### config.mk
export PLATFORM = sky130hd
export DESIGN_NAME = burstBufferTop
export DESIGN_NICKNAME = d
export VERILOG_FILES = /design/src/common/burstBufPkg.sv /design/src/common/fifoReadIf.sv /design/src/syncFifo/sdpBram.sv /design/src/syncFifo/syncFifoController.sv /design/src/logic/beatCounter.sv /design/src/logic/burstSequencer.sv /design/src/logic/burstBufferTop.sv
export SDC_FILE = /design/constraint.sdc
export NUM_CORES = 1
export LEC_CHECK = 0
export BUFFER_PORTS_ARGS = -buffer_cell sky130_fd_sc_hd__clkbuf_2
export CAP_MARGIN = 20
export CORE_AREA = 2 2 117 119
export CTS_BUF_LIST = sky130_fd_sc_hd__clkbuf_8
export CTS_CLUSTER_DIAMETER = 150
export CTS_CLUSTER_SIZE = 10
export DETAILED_ROUTE_END_ITERATION = 6
export DIE_AREA = 0 0 119 121
export MAX_ROUTING_LAYER = met4
export PLACE_DENSITY_LB_ADDON = 0.05
export RECOVER_POWER = 25
export SLEW_MARGIN = 20
export SYNTH_ARGS = -nofsm -noshare
export SYNTH_HDL_FRONTEND = slang
export SYNTH_SLANG_ARGS = --single-unit
### constraint.sdc
create_clock -name iCLK -period 5.97 [get_ports iCLK]
set_clock_uncertainty 0.05 [all_clocks]
set_input_delay 0.2985 -clock iCLK [delete_from_list [all_inputs] [get_ports iCLK]]
set_output_delay 0.2985 -clock iCLK [all_outputs]
set_load 0.01 [all_outputs]
### src/common/burstBufPkg.sv
// shared sizes, sequencer states and width helper for the burst buffer
// imported by wildcard in each module header that needs it
`default_nettype none

package burstBufPkg;

	// ------------------------------------------------------------------------
	// width helper
	// ------------------------------------------------------------------------
	// bits needed to hold count distinct values, at least one
	function automatic int fBitWidth(input int count);
		int bits;
		bits = 1;
		while ((1 << bits) < count)
		begin
			bits++;
		end
		return bits;
	endfunction

	// ------------------------------------------------------------------------
	// buffer geometry
	// ------------------------------------------------------------------------
	// ram slots, one stays unused so full and empty differ
	localparam int FifoDepth   = 16;
	localparam int DataWidth   = 8;
	localparam int AddrWidth   = fBitWidth(FifoDepth);
	// stored count that raises the level alert
	localparam int AlertBorder = 8;

	// burst and flush timing
	localparam int BurstLen  = 8;
	localparam int IdleLimit = 32;
	// beat count runs 0 .. BurstLen-1
	localparam int BeatWidth = fBitWidth(BurstLen);
	// idle count must reach IdleLimit itself
	localparam int IdleWidth = fBitWidth(IdleLimit + 1);

	// read side FSM states
	typedef enum logic [1:0] {
		IDLE,
		BURST,
		FLUSH
	} seqState_t;

endpackage

`default_nettype wire

### src/common/fifoReadIf.sv
// read port of the FIFO as seen by the burst sequencer
// fifo modport on the controller side, seq modport on the sequencer side
`timescale 1ns/1ps
`default_nettype none

interface fifoReadIf
	import burstBufPkg::*;
();

	// registered ram output, valid while rvd is high
	logic [DataWidth-1:0] rd;
	// read request, taken only when emp is low
	logic re;
	// one cycle after an accepted read
	logic rvd;
	logic emp;
	// stored count at or above the border
	logic alert;

	modport fifo (
		output rd,
		output rvd,
		output emp,
		output alert,
		input  re
	);

	modport seq (
		output re,
		input  rd,
		input  rvd,
		input  emp,
		input  alert
	);

endinterface

`default_nettype wire

### src/syncFifo/sdpBram.sv
// simple dual port block RAM, one write port and one registered read port
// read register holds its word until the next enabled read
`timescale 1ns/1ps
`default_nettype none

module sdpBram
	import burstBufPkg::*;
(
	input  logic                 iCLK,
	input  logic [DataWidth-1:0] iWd,
	input  logic [AddrWidth-1:0] iWa,
	input  logic                 iWe,
	input  logic [AddrWidth-1:0] iRa,
	input  logic                 iRe,
	output logic [DataWidth-1:0] oRd
);

	// storage array, no reset like the real block
	logic [DataWidth-1:0] mem [FifoDepth];

	// ------------------------------------------------------------------------
	// write port
	// ------------------------------------------------------------------------
	always_ff @(posedge iCLK)
	begin
		if (iWe)
		begin
			mem[iWa] <= iWd;
		end
	end

	// ------------------------------------------------------------------------
	// read port
	// ------------------------------------------------------------------------
	// registered output, loads only when enabled
	// a word written at the same edge is not read here
	// controller never reads an empty slot
	always_ff @(posedge iCLK)
	begin
		if (iRe)
		begin
			oRd <= mem[iRa];
		end
	end

endmodule

`default_nettype wire

### src/syncFifo/syncFifoController.sv
// single clock FIFO controller with a fill level alert
// write side on plain ports, read side on fifoReadIf, storage in sdpBram
`timescale 1ns/1ps
`default_nettype none

module syncFifoController
	import burstBufPkg::*;
(
	input  logic                 iCLK,
	input  logic                 inARST,
	input  logic [DataWidth-1:0] iWd,
	input  logic                 iWe,
	output logic                 oFull,
	fifoReadIf.fifo              rdPort
);

	// ------------------------------------------------------------------------
	// pointers and accepted strobes
	// ------------------------------------------------------------------------
	// write pointer, next free slot
	logic [AddrWidth-1:0] wa;
	// read pointer, oldest stored word
	logic [AddrWidth-1:0] ra;
	// write pointer one step ahead, used for full
	logic [AddrWidth-1:0] waNext;
	// stored count, wraps with the pointers
	logic [AddrWidth-1:0] fill;
	// accepted write and read this cycle
	logic wrOk;
	logic rdOk;
	logic emp;

	assign waNext = wa + 1'b1;
	assign fill   = wa - ra;

	// flags straight from the pointers
	// full leaves one slot empty
	assign oFull = (waNext == ra);
	assign emp   = (wa == ra);

	// drop writes while full, ignore reads while empty
	assign wrOk = iWe & ~oFull;
	assign rdOk = rdPort.re & ~emp;

	// ------------------------------------------------------------------------
	// pointer update
	// ------------------------------------------------------------------------
	always_ff @(posedge iCLK or negedge inARST)
	begin
		if (!inARST)
		begin
			wa <= '0;
		end
		else if (wrOk)
		begin
			// wraps at FifoDepth by width
			wa <= waNext;
		end
	end

	always_ff @(posedge iCLK or negedge inARST)
	begin
		if (!inARST)
		begin
			ra <= '0;
		end
		else if (rdOk)
		begin
			ra <= ra + 1'b1;
		end
	end

	// read data valid, one cycle behind the accepted read
	// matches the registered ram output
	always_ff @(posedge iCLK or negedge inARST)
	begin
		if (!inARST)
		begin
			rdPort.rvd <= 1'b0;
		end
		else
		begin
			rdPort.rvd <= rdOk;
		end
	end

	// ------------------------------------------------------------------------
	// read side flags
	// ------------------------------------------------------------------------
	assign rdPort.emp = emp;

	// level alert for long latency readers
	assign rdPort.alert = (fill >= AddrWidth'(AlertBorder));

	// ------------------------------------------------------------------------
	// storage
	// ------------------------------------------------------------------------
	// full width in one ram, read register loads on accepted reads only
	sdpBram bram (
		.iCLK (iCLK),
		.iWd  (iWd),
		.iWa  (wa),
		.iWe  (wrOk),
		.iRa  (ra),
		.iRe  (rdOk),
		.oRd  (rdPort.rd)
	);

endmodule

`default_nettype wire

### src/logic/beatCounter.sv
// beat count within a burst and idle timer for the burst sequencer
// plain strobes in, burst end and idle expiry out
`timescale 1ns/1ps
`default_nettype none

module beatCounter
	import burstBufPkg::*;
(
	input  logic iCLK,
	input  logic inARST,
	input  logic beatClr,
	input  logic beatInc,
	input  logic idleRun,
	output logic beatDone,
	output logic idleExpired
);

	logic [BeatWidth-1:0] beatCnt;
	logic [IdleWidth-1:0] idleCnt;

	// ------------------------------------------------------------------------
	// beats
	// ------------------------------------------------------------------------
	// clear wins over a step
	always_ff @(posedge iCLK or negedge inARST)
	begin
		if (!inARST)
		begin
			beatCnt <= '0;
		end
		else if (beatClr)
		begin
			beatCnt <= '0;
		end
		else if (beatInc)
		begin
			beatCnt <= beatCnt + 1'b1;
		end
	end

	// last read of the burst is being made
	assign beatDone = beatInc & (beatCnt == BeatWidth'(BurstLen - 1));

	// ------------------------------------------------------------------------
	// idle timer
	// ------------------------------------------------------------------------
	// restarts whenever idleRun drops, holds at the limit
	always_ff @(posedge iCLK or negedge inARST)
	begin
		if (!inARST)
		begin
			idleCnt <= '0;
		end
		else if (!idleRun)
		begin
			idleCnt <= '0;
		end
		else if (!idleExpired)
		begin
			idleCnt <= idleCnt + 1'b1;
		end
	end

	assign idleExpired = (idleCnt == IdleWidth'(IdleLimit));

endmodule

`default_nettype wire

### src/logic/burstSequencer.sv
// read side FSM, waits for the FIFO alert and drains fixed length bursts
// flushes leftover words after the idle timer runs out
`timescale 1ns/1ps
`default_nettype none

module burstSequencer
	import burstBufPkg::*;
(
	input  logic    iCLK,
	input  logic    inARST,
	input  logic    iStall,
	fifoReadIf.seq  rdPort,
	output logic    beatClr,
	output logic    beatInc,
	output logic    idleRun,
	input  logic    beatDone,
	input  logic    idleExpired,
	output logic    oBurstLast
);

	seqState_t state;
	seqState_t stateNext;
	// read made this cycle
	logic readNow;
	// last beat of a burst is in flight
	logic burstLastQ;
	// a flush read is in flight
	logic flushRdQ;

	// ------------------------------------------------------------------------
	// read request
	// ------------------------------------------------------------------------
	// no new reads while stalled, in flight word still shows up
	// emp gate keeps re low on an empty FIFO
	assign readNow   = (state != IDLE) & ~iStall & ~rdPort.emp;
	assign rdPort.re = readNow;

	// beat and idle counter control
	assign beatInc = readNow & (state == BURST);
	// clear on the way out of IDLE
	assign beatClr = (state == IDLE) & (rdPort.alert | idleExpired);
	// idle timer only counts while words wait
	assign idleRun = (state == IDLE) & ~rdPort.emp;

	// ------------------------------------------------------------------------
	// next state
	// ------------------------------------------------------------------------
	always_comb
	begin
		stateNext = state;
		case (state)
			IDLE:
			begin
				// alert wins over a flush
				if (rdPort.alert)
				begin
					stateNext = BURST;
				end
				else if (idleExpired)
				begin
					stateNext = FLUSH;
				end
			end
			BURST:
			begin
				if (beatDone)
				begin
					stateNext = IDLE;
				end
			end
			FLUSH:
			begin
				// drained, new writes start over in IDLE
				if (rdPort.emp)
				begin
					stateNext = IDLE;
				end
			end
			default:
			begin
				stateNext = IDLE;
			end
		endcase
	end

	// ------------------------------------------------------------------------
	// state and last pending flags
	// ------------------------------------------------------------------------
	always_ff @(posedge iCLK or negedge inARST)
	begin
		if (!inARST)
		begin
			state      <= IDLE;
			burstLastQ <= 1'b0;
			flushRdQ   <= 1'b0;
		end
		else
		begin
			state      <= stateNext;
			// beatDone already includes the read
			burstLastQ <= beatDone;
			flushRdQ   <= readNow & (state == FLUSH);
		end
	end

	// last marker lines up with rvd
	// a flush word is last when its read left the FIFO empty
	assign oBurstLast = burstLastQ | (flushRdQ & rdPort.emp);

endmodule

`default_nettype wire

### src/logic/burstBufferTop.sv
// top of the burst buffer, word FIFO in front of a burst consumer
// plain write ports in, burst data with valid and last out
`timescale 1ns/1ps
`default_nettype none

module burstBufferTop
	import burstBufPkg::*;
(
	input  logic                 iCLK,
	input  logic                 inARST,
	input  logic [DataWidth-1:0] iWd,
	input  logic                 iWe,
	output logic                 oFull,
	input  logic                 iStall,
	output logic [DataWidth-1:0] oBurstData,
	output logic                 oBurstValid,
	output logic                 oBurstLast
);

	// ------------------------------------------------------------------------
	// internal links
	// ------------------------------------------------------------------------
	// FIFO read port, controller to sequencer
	fifoReadIf rdIf ();

	// sequencer to beat counter
	logic beatClr;
	logic beatInc;
	logic idleRun;
	logic beatDone;
	logic idleExpired;

	// ------------------------------------------------------------------------
	// blocks
	// ------------------------------------------------------------------------
	syncFifoController fifoCtrl (
		.iCLK   (iCLK),
		.inARST (inARST),
		.iWd    (iWd),
		.iWe    (iWe),
		.oFull  (oFull),
		.rdPort (rdIf.fifo)
	);

	burstSequencer seq (
		.iCLK        (iCLK),
		.inARST      (inARST),
		.iStall      (iStall),
		.rdPort      (rdIf.seq),
		.beatClr     (beatClr),
		.beatInc     (beatInc),
		.idleRun     (idleRun),
		.beatDone    (beatDone),
		.idleExpired (idleExpired),
		.oBurstLast  (oBurstLast)
	);

	beatCounter beats (
		.iCLK        (iCLK),
		.inARST      (inARST),
		.beatClr     (beatClr),
		.beatInc     (beatInc),
		.idleRun     (idleRun),
		.beatDone    (beatDone),
		.idleExpired (idleExpired)
	);

	// output words come straight from the ram read register
	assign oBurstData  = rdIf.rd;
	assign oBurstValid = rdIf.rvd;

endmodule

`default_nettype wire

* Yosys cells after proc, flatten, opt, wreduce, memory -nomap -nowiden
Memory sizes are Yosys's and may differ from the RTL's. A register that Yosys moved wholly into a read port is not among the register bits. Cells that the tools add are included.
Cells by class: magnitude comparators 1, equal/unequal tests 10, shift-type cells 0, bitwise logic cells 15, multiplexer cells 11, multipliers 0, divide/modulo/power cells 0, add/sub/neg operators 5, reductions and logical operators 4
Operators with widths (number):
- $mux W6 | 2
- $and A1 B1 Y1 | 10
- $add A4 B1 Y4 const B | 2
- $eq A4 B4 Y1 | 2
- $mux W2 | 4
- $add A6 B1 Y6 const B | 1
- $eq A6 B6 Y1 const B | 1
- $mux W3 | 2
- $pmux W2 S3 | 1
- $ge A4 B4 Y1 const B | 1
- $ne A2 B1 Y1 const B | 2
- $reduce_bool A2 Y1 | 2
- $sub A4 B4 Y4 | 1
- $add A3 B1 Y3 const B | 1
- $eq A3 B3 Y1 const B | 1
- $ne A3 B1 Y1 const B | 1
- $not A1 Y1 | 3
- $reduce_and A3 Y1 | 1
- $eq A2 B1 Y1 const B | 1
- $eq A2 B2 Y1 const B | 1
- $logic_not A2 Y1 | 1
- $mux W1 | 2
- $ne A2 B2 Y1 const B | 1
- $or A1 B1 Y1 | 2
Storage, ports and cells: memory bits (read-only) 0, output and inout bits 11, memories kept 1, bits of input ports 12, latch bits 0, RAM bits 128, flip-flop bits (word level) 22, word-level logic and storage cells 55
Memories:
- fifoCtrl.bram.mem | depth 16, width 8, read ports 1, clocked after Yosys merged registers in 1, write ports 1, line sdpBram.sv:19 | logic [DataWidth-1:0] mem [FifoDepth];

* Longest topological paths before layout
depth in word-level cells 7, mapped depth 9, gate-level depth less buffers 7

* Hierarchy
Synthesis repeated with hierarchy kept, for this count alone.
Second synthesis, totals: cells, all modules 340, area, all modules 6451.2 sq um
By module, submodules not included:
- sdpBram | seq. area each 4083.9 sq um, times used 1, cells each 229, area each 5227.5 sq um
- syncFifoController | seq. area each 225.2 sq um, times used 1, cells each 50, area each 565.5 sq um
- beatCounter | seq. area each 225.2 sq um, times used 1, cells each 45, area each 481.7 sq um
- burstSequencer | seq. area each 100.1 sq um, times used 1, cells each 16, area each 176.4 sq um

* Worst setup path before layout
Ideal clock, no wire load.
path kind reg-to-reg, start point register fifoCtrl.wa[0], end point memory fifoCtrl.bram.mem[3][0], enable pin, path buffers 1, setup time 0.398 ns, arrival 2.363 ns, period minus slack after synthesis 2.811 ns, setup slack 3.159 ns, data required time 5.522 ns, stages on the path, launching flop included 8, path through dfrtp_1 > inv_1 > ha_1 > xor2_1 > nor2_1 > a31o_2 > buf_6 > nor4b_1
Between the ends: longest elaborated chain between the ends 6
Ends and longest elaborated chain:
- start, declared | line syncFifoController.sv:21 | logic [AddrWidth-1:0] wa;
- start signal, assigned | line syncFifoController.sv:57 | wa <= waNext;
- $add A4 B1 Y4 | line syncFifoController.sv:33 | assign waNext = wa + 1'b1;
- named net fifoCtrl.waNext[0] | line syncFifoController.sv:25 | logic [AddrWidth-1:0] waNext;
- $eq A4 B4 Y1 | line syncFifoController.sv:38 | assign oFull = (waNext == ra);
- $not A1 Y1 | line syncFifoController.sv:42 | assign wrOk = iWe & ~oFull;
- $and A1 B1 Y1 | line syncFifoController.sv:42
- $mux W1 | line sdpBram.sv:26 | if (iWe)
- $mux W1 (implied by the code) | line sdpBram.sv:28 | mem[iWa] <= iWd;
- end, declared | line sdpBram.sv:19
The timed path passes the listed nets, and every way through them passes these cells.

* Final worst setup path
start point register fifoCtrl.wa[3], end point memory fifoCtrl.bram.mem[0][6], enable pin
Between the ends: longest elaborated chain between the ends 6
Ends and longest elaborated chain (line):
- $add A4 B1 Y4 | syncFifoController.sv:33
- $eq A4 B4 Y1 | syncFifoController.sv:38
- $not A1 Y1 | syncFifoController.sv:42
- $and A1 B1 Y1 | syncFifoController.sv:42
- $mux W1 | sdpBram.sv:26
- $mux W1 (implied by the code) | sdpBram.sv:28
Parallel ways exist; a longest one is shown, timed or not.

==> reports/qor.yml <==
min_to: "seq.flushRdQ$_DFF_PN0_"
hold_depth: 2
cts_tree: "built"
worstPathMaxFanout: 18
maxCapViolations: 0
syn2layout_area_growth_pct: 9.87
ys_top_cells_by_area: "edfxtp_1 63%, mux4_2 14%, dfrtp_1 8.5%"
cts_max_level: 4
fin_area_um2: 7100
required_ns: 5.99
synth-edff-count: 136
cts_resized: 0
slew_headroom: 0.289
reg2reg_from: "fifoCtrl.wa[3]$_DFFE_PN0P_"
routedWlPerCell_um: 22.4
cp.buffers_inverters: 0
yosysSeqAreaShare: 0.717
start_util: 0.494
routed_wl_um: 12400
status: "finished, final reports clean"
rsz0062_at_grt: "false"
antenna_found_initial: 0
vias: 3096
netlist.top_cell.by_area: "edfxtp_1"
clk_pin_slew_worst_paths_ns: 0.08
synth_ff_type: "edfxtp_1"
tightest_slew_ns: 1.06
cts.sinks: 158
cts-root-buf: "clkbuf_8"
cp_slowest_cell: "nor4b_2"
die_area_um2: 14400
hold_violations: 0
setup_violations: 0
power_density_nw_per_um2: 465
dr.pass1.iters: 5
path_cells: "xor2_2 -> xor2_1 -> a31o_2 -> nor4b_2"
cpLargestDelayFamily: "simple AND/OR/NAND/NOR gates"
critPathMaxStageDelay_ns: 0.93
grt_pass1_wl_um: 19500
drv_slew: 0
synthMostInstantiatedCell: "edfxtp_1"
crit_path_start_kind: "flop"
io-pin-count: 23
hold_start: "iStall"
cts_made_buffers: 17
ys.warnings.count: 0
cp.arrival_ns: 3.04
drive_above_1_share: 0.253
ff2ff_path_depth: 4
ant_nets: 0
syn_nets: 360
drt_iter0_drc: 351
grt_pass1_vias: 3132
fmax_ghz: 0.331
hold_buffers: 1
ys_seq_elements: 158
fin_crit_ns: 3.02
yosys-top-cells-count: "136 x edfxtp_1, 40 x mux4_2, 23 x nor2_1"
gp_congestion: 0.816
netlist_instances: 336
crit_path_end_kind: "flop"
r2r_end: "fifoCtrl.bram.mem[0][6]$_DFFE_PP_"
power.leakage_nw: 2.40
tns_ns: 0
die_h_um: 121
vias_per_cell: 5.58
crit_cells: 4
remaining_drc_errors: 0
fillerInstances: 1026
grt-ovfl-total: 0
core_um2: 13100
die_w_um: 119
r2r_slack_ns: 2.95
ir_drop_mv: 0.195
path_class: "flop to flop"
hold_class: "input pin to flop"
synth_area_um2: 6460
synth_top_area_share: 0.632
post_cts_buffers: 0
synth.avg_cell_area_um2: 19.2
p_total_mw: 3.30
synth-async-reset-ratio: 0.139
place_area_um2: 6760
clkLatencyLatePin_ns: 0.45
nNetsFinal: 391
numPortBuffers: 22
fin_crit_sh: 0.506
cts_buffer_depth: 2
grt.total_usage: 0.198
rows: 42
hpwl_um: 8160
synth.distinct_cells: 39
grt_max_degree: 37
antennaDiodeCount: 0
-- cell usage in the layout (no fill, tap or decap), types with 4 or more instances in the layout --
cell,count
clkbuf_8,17
xor2_1,5
mux4_2,40
nand2_1,14
nand3_1,8
inv_1,13
and3_1,5
clkbuf_2,15
buf_4,5
clkbuf_1,7
nor4b_2,4
nor2_1,23
xnor2_1,10
edfxtp_1,136
dfrtp_1,21
ha_1,12
-- per-stage QoR --
step / utilization / hold WS, ns / std cells / setup slack (ns)
3_5_place_dp: 0.517 / 0.282 / 523 / 2.95
6_report: 0.543 / 0.0711 / 555 / 2.95
5_1_grt: 0.543 / 0.0349 / 555 / 2.74
4_1_cts: 0.543 / 0.0241 / 555 / 2.94
2_1_floorplan: - / -0.0471 / 336 / 3.16
3_3_place_gp: 0.517 / 0.278 / 523 / 3.00
-- power breakdown --
| group | leakage [nW] | internal (mW) | switching [mW] |
|---|---|---|---|
| Sequential | 1.51 | 1.40 | 0.144 |
| Combinational | 0.708 | 0.505 | 0.562 |
| Clock | 0.184 | 0.320 | 0.375 |
-- cell type report --
class                           instances  area (um2)  area share
Inverter                                8        30.0     0.00423
Clock inverter                         14         106      0.0150
Tap cell                              176         220      0.0310
Sequential cell                       158        4640       0.653
Clock buffer                           17         234      0.0330
Multi-Input combinational cell        154        1730       0.243
Timing Repair Buffer                   28         149      0.0210
-- worst reg2reg max path, cell delays in order, from the launching register on --
cell     delay (ns)
dfrtp_1        0.75
xor2_2         0.36
xor2_1         0.16
a31o_2         0.40
nor4b_2        0.93
-- cells by family after synthesis --
| kind of cell | after synthesis | synth area share |
|---|---|---|
| compound gates | 11 | 0.0124 |
| xor+xnor | 16 | 0.0228 |
| fa+ha+maj | 12 | 0.0232 |
| buf+inv | 24 | 0.0197 |
| flops | 158 | 0.717 |
| mux | 45 | 0.148 |
| simple gates | 70 | 0.0571 |
-- state kept, by name, summed over array words and instances, names as in the netlist --
signal               count
beats.beatCnt            3
beats.idleCnt            6
fifoCtrl.bram.mem      128
fifoCtrl.bram.oRd        8
fifoCtrl.ra              4
fifoCtrl.rdPort.rvd      1
fifoCtrl.wa              4
seq.burstLastQ           1
seq.flushRdQ             1
seq.state                2
-- metal layers --
metal,global-route usage,share of wire,routed length (um)
met1,0.283,0.47,5820
met2,0.284,0.46,5760
met3,0.0446,0.055,682
met4,0.0714,0.012,149
met5,-,0,0
-- worst max path at each step --
| stage | from | to | slack, ns |
|---|---|---|---|
| after global placement | fifoCtrl.ra[0]$_DFFE_PN0P_ | fifoCtrl.bram.mem[3][1]$_DFFE_PP_ | 3.00 |
| after floorplan | fifoCtrl.wa[0]$_DFFE_PN0P_ | fifoCtrl.bram.mem[3][0]$_DFFE_PP_ | 3.16 |
| after CTS | fifoCtrl.ra[0]$_DFFE_PN0P_ | fifoCtrl.bram.mem[2][5]$_DFFE_PP_ | 2.94 |
| final | fifoCtrl.wa[3]$_DFFE_PN0P_ | fifoCtrl.bram.mem[0][6]$_DFFE_PP_ | 2.95 |
| after detailed placement | fifoCtrl.wa[3]$_DFFE_PN0P_ | fifoCtrl.bram.mem[2][0]$_DFFE_PP_ | 2.95 |
| after global routing | fifoCtrl.ra[0]$_DFFE_PN0P_ | fifoCtrl.bram.mem[0][5]$_DFFE_PP_ | 2.74 |
(Power assumes the default switching activity.)
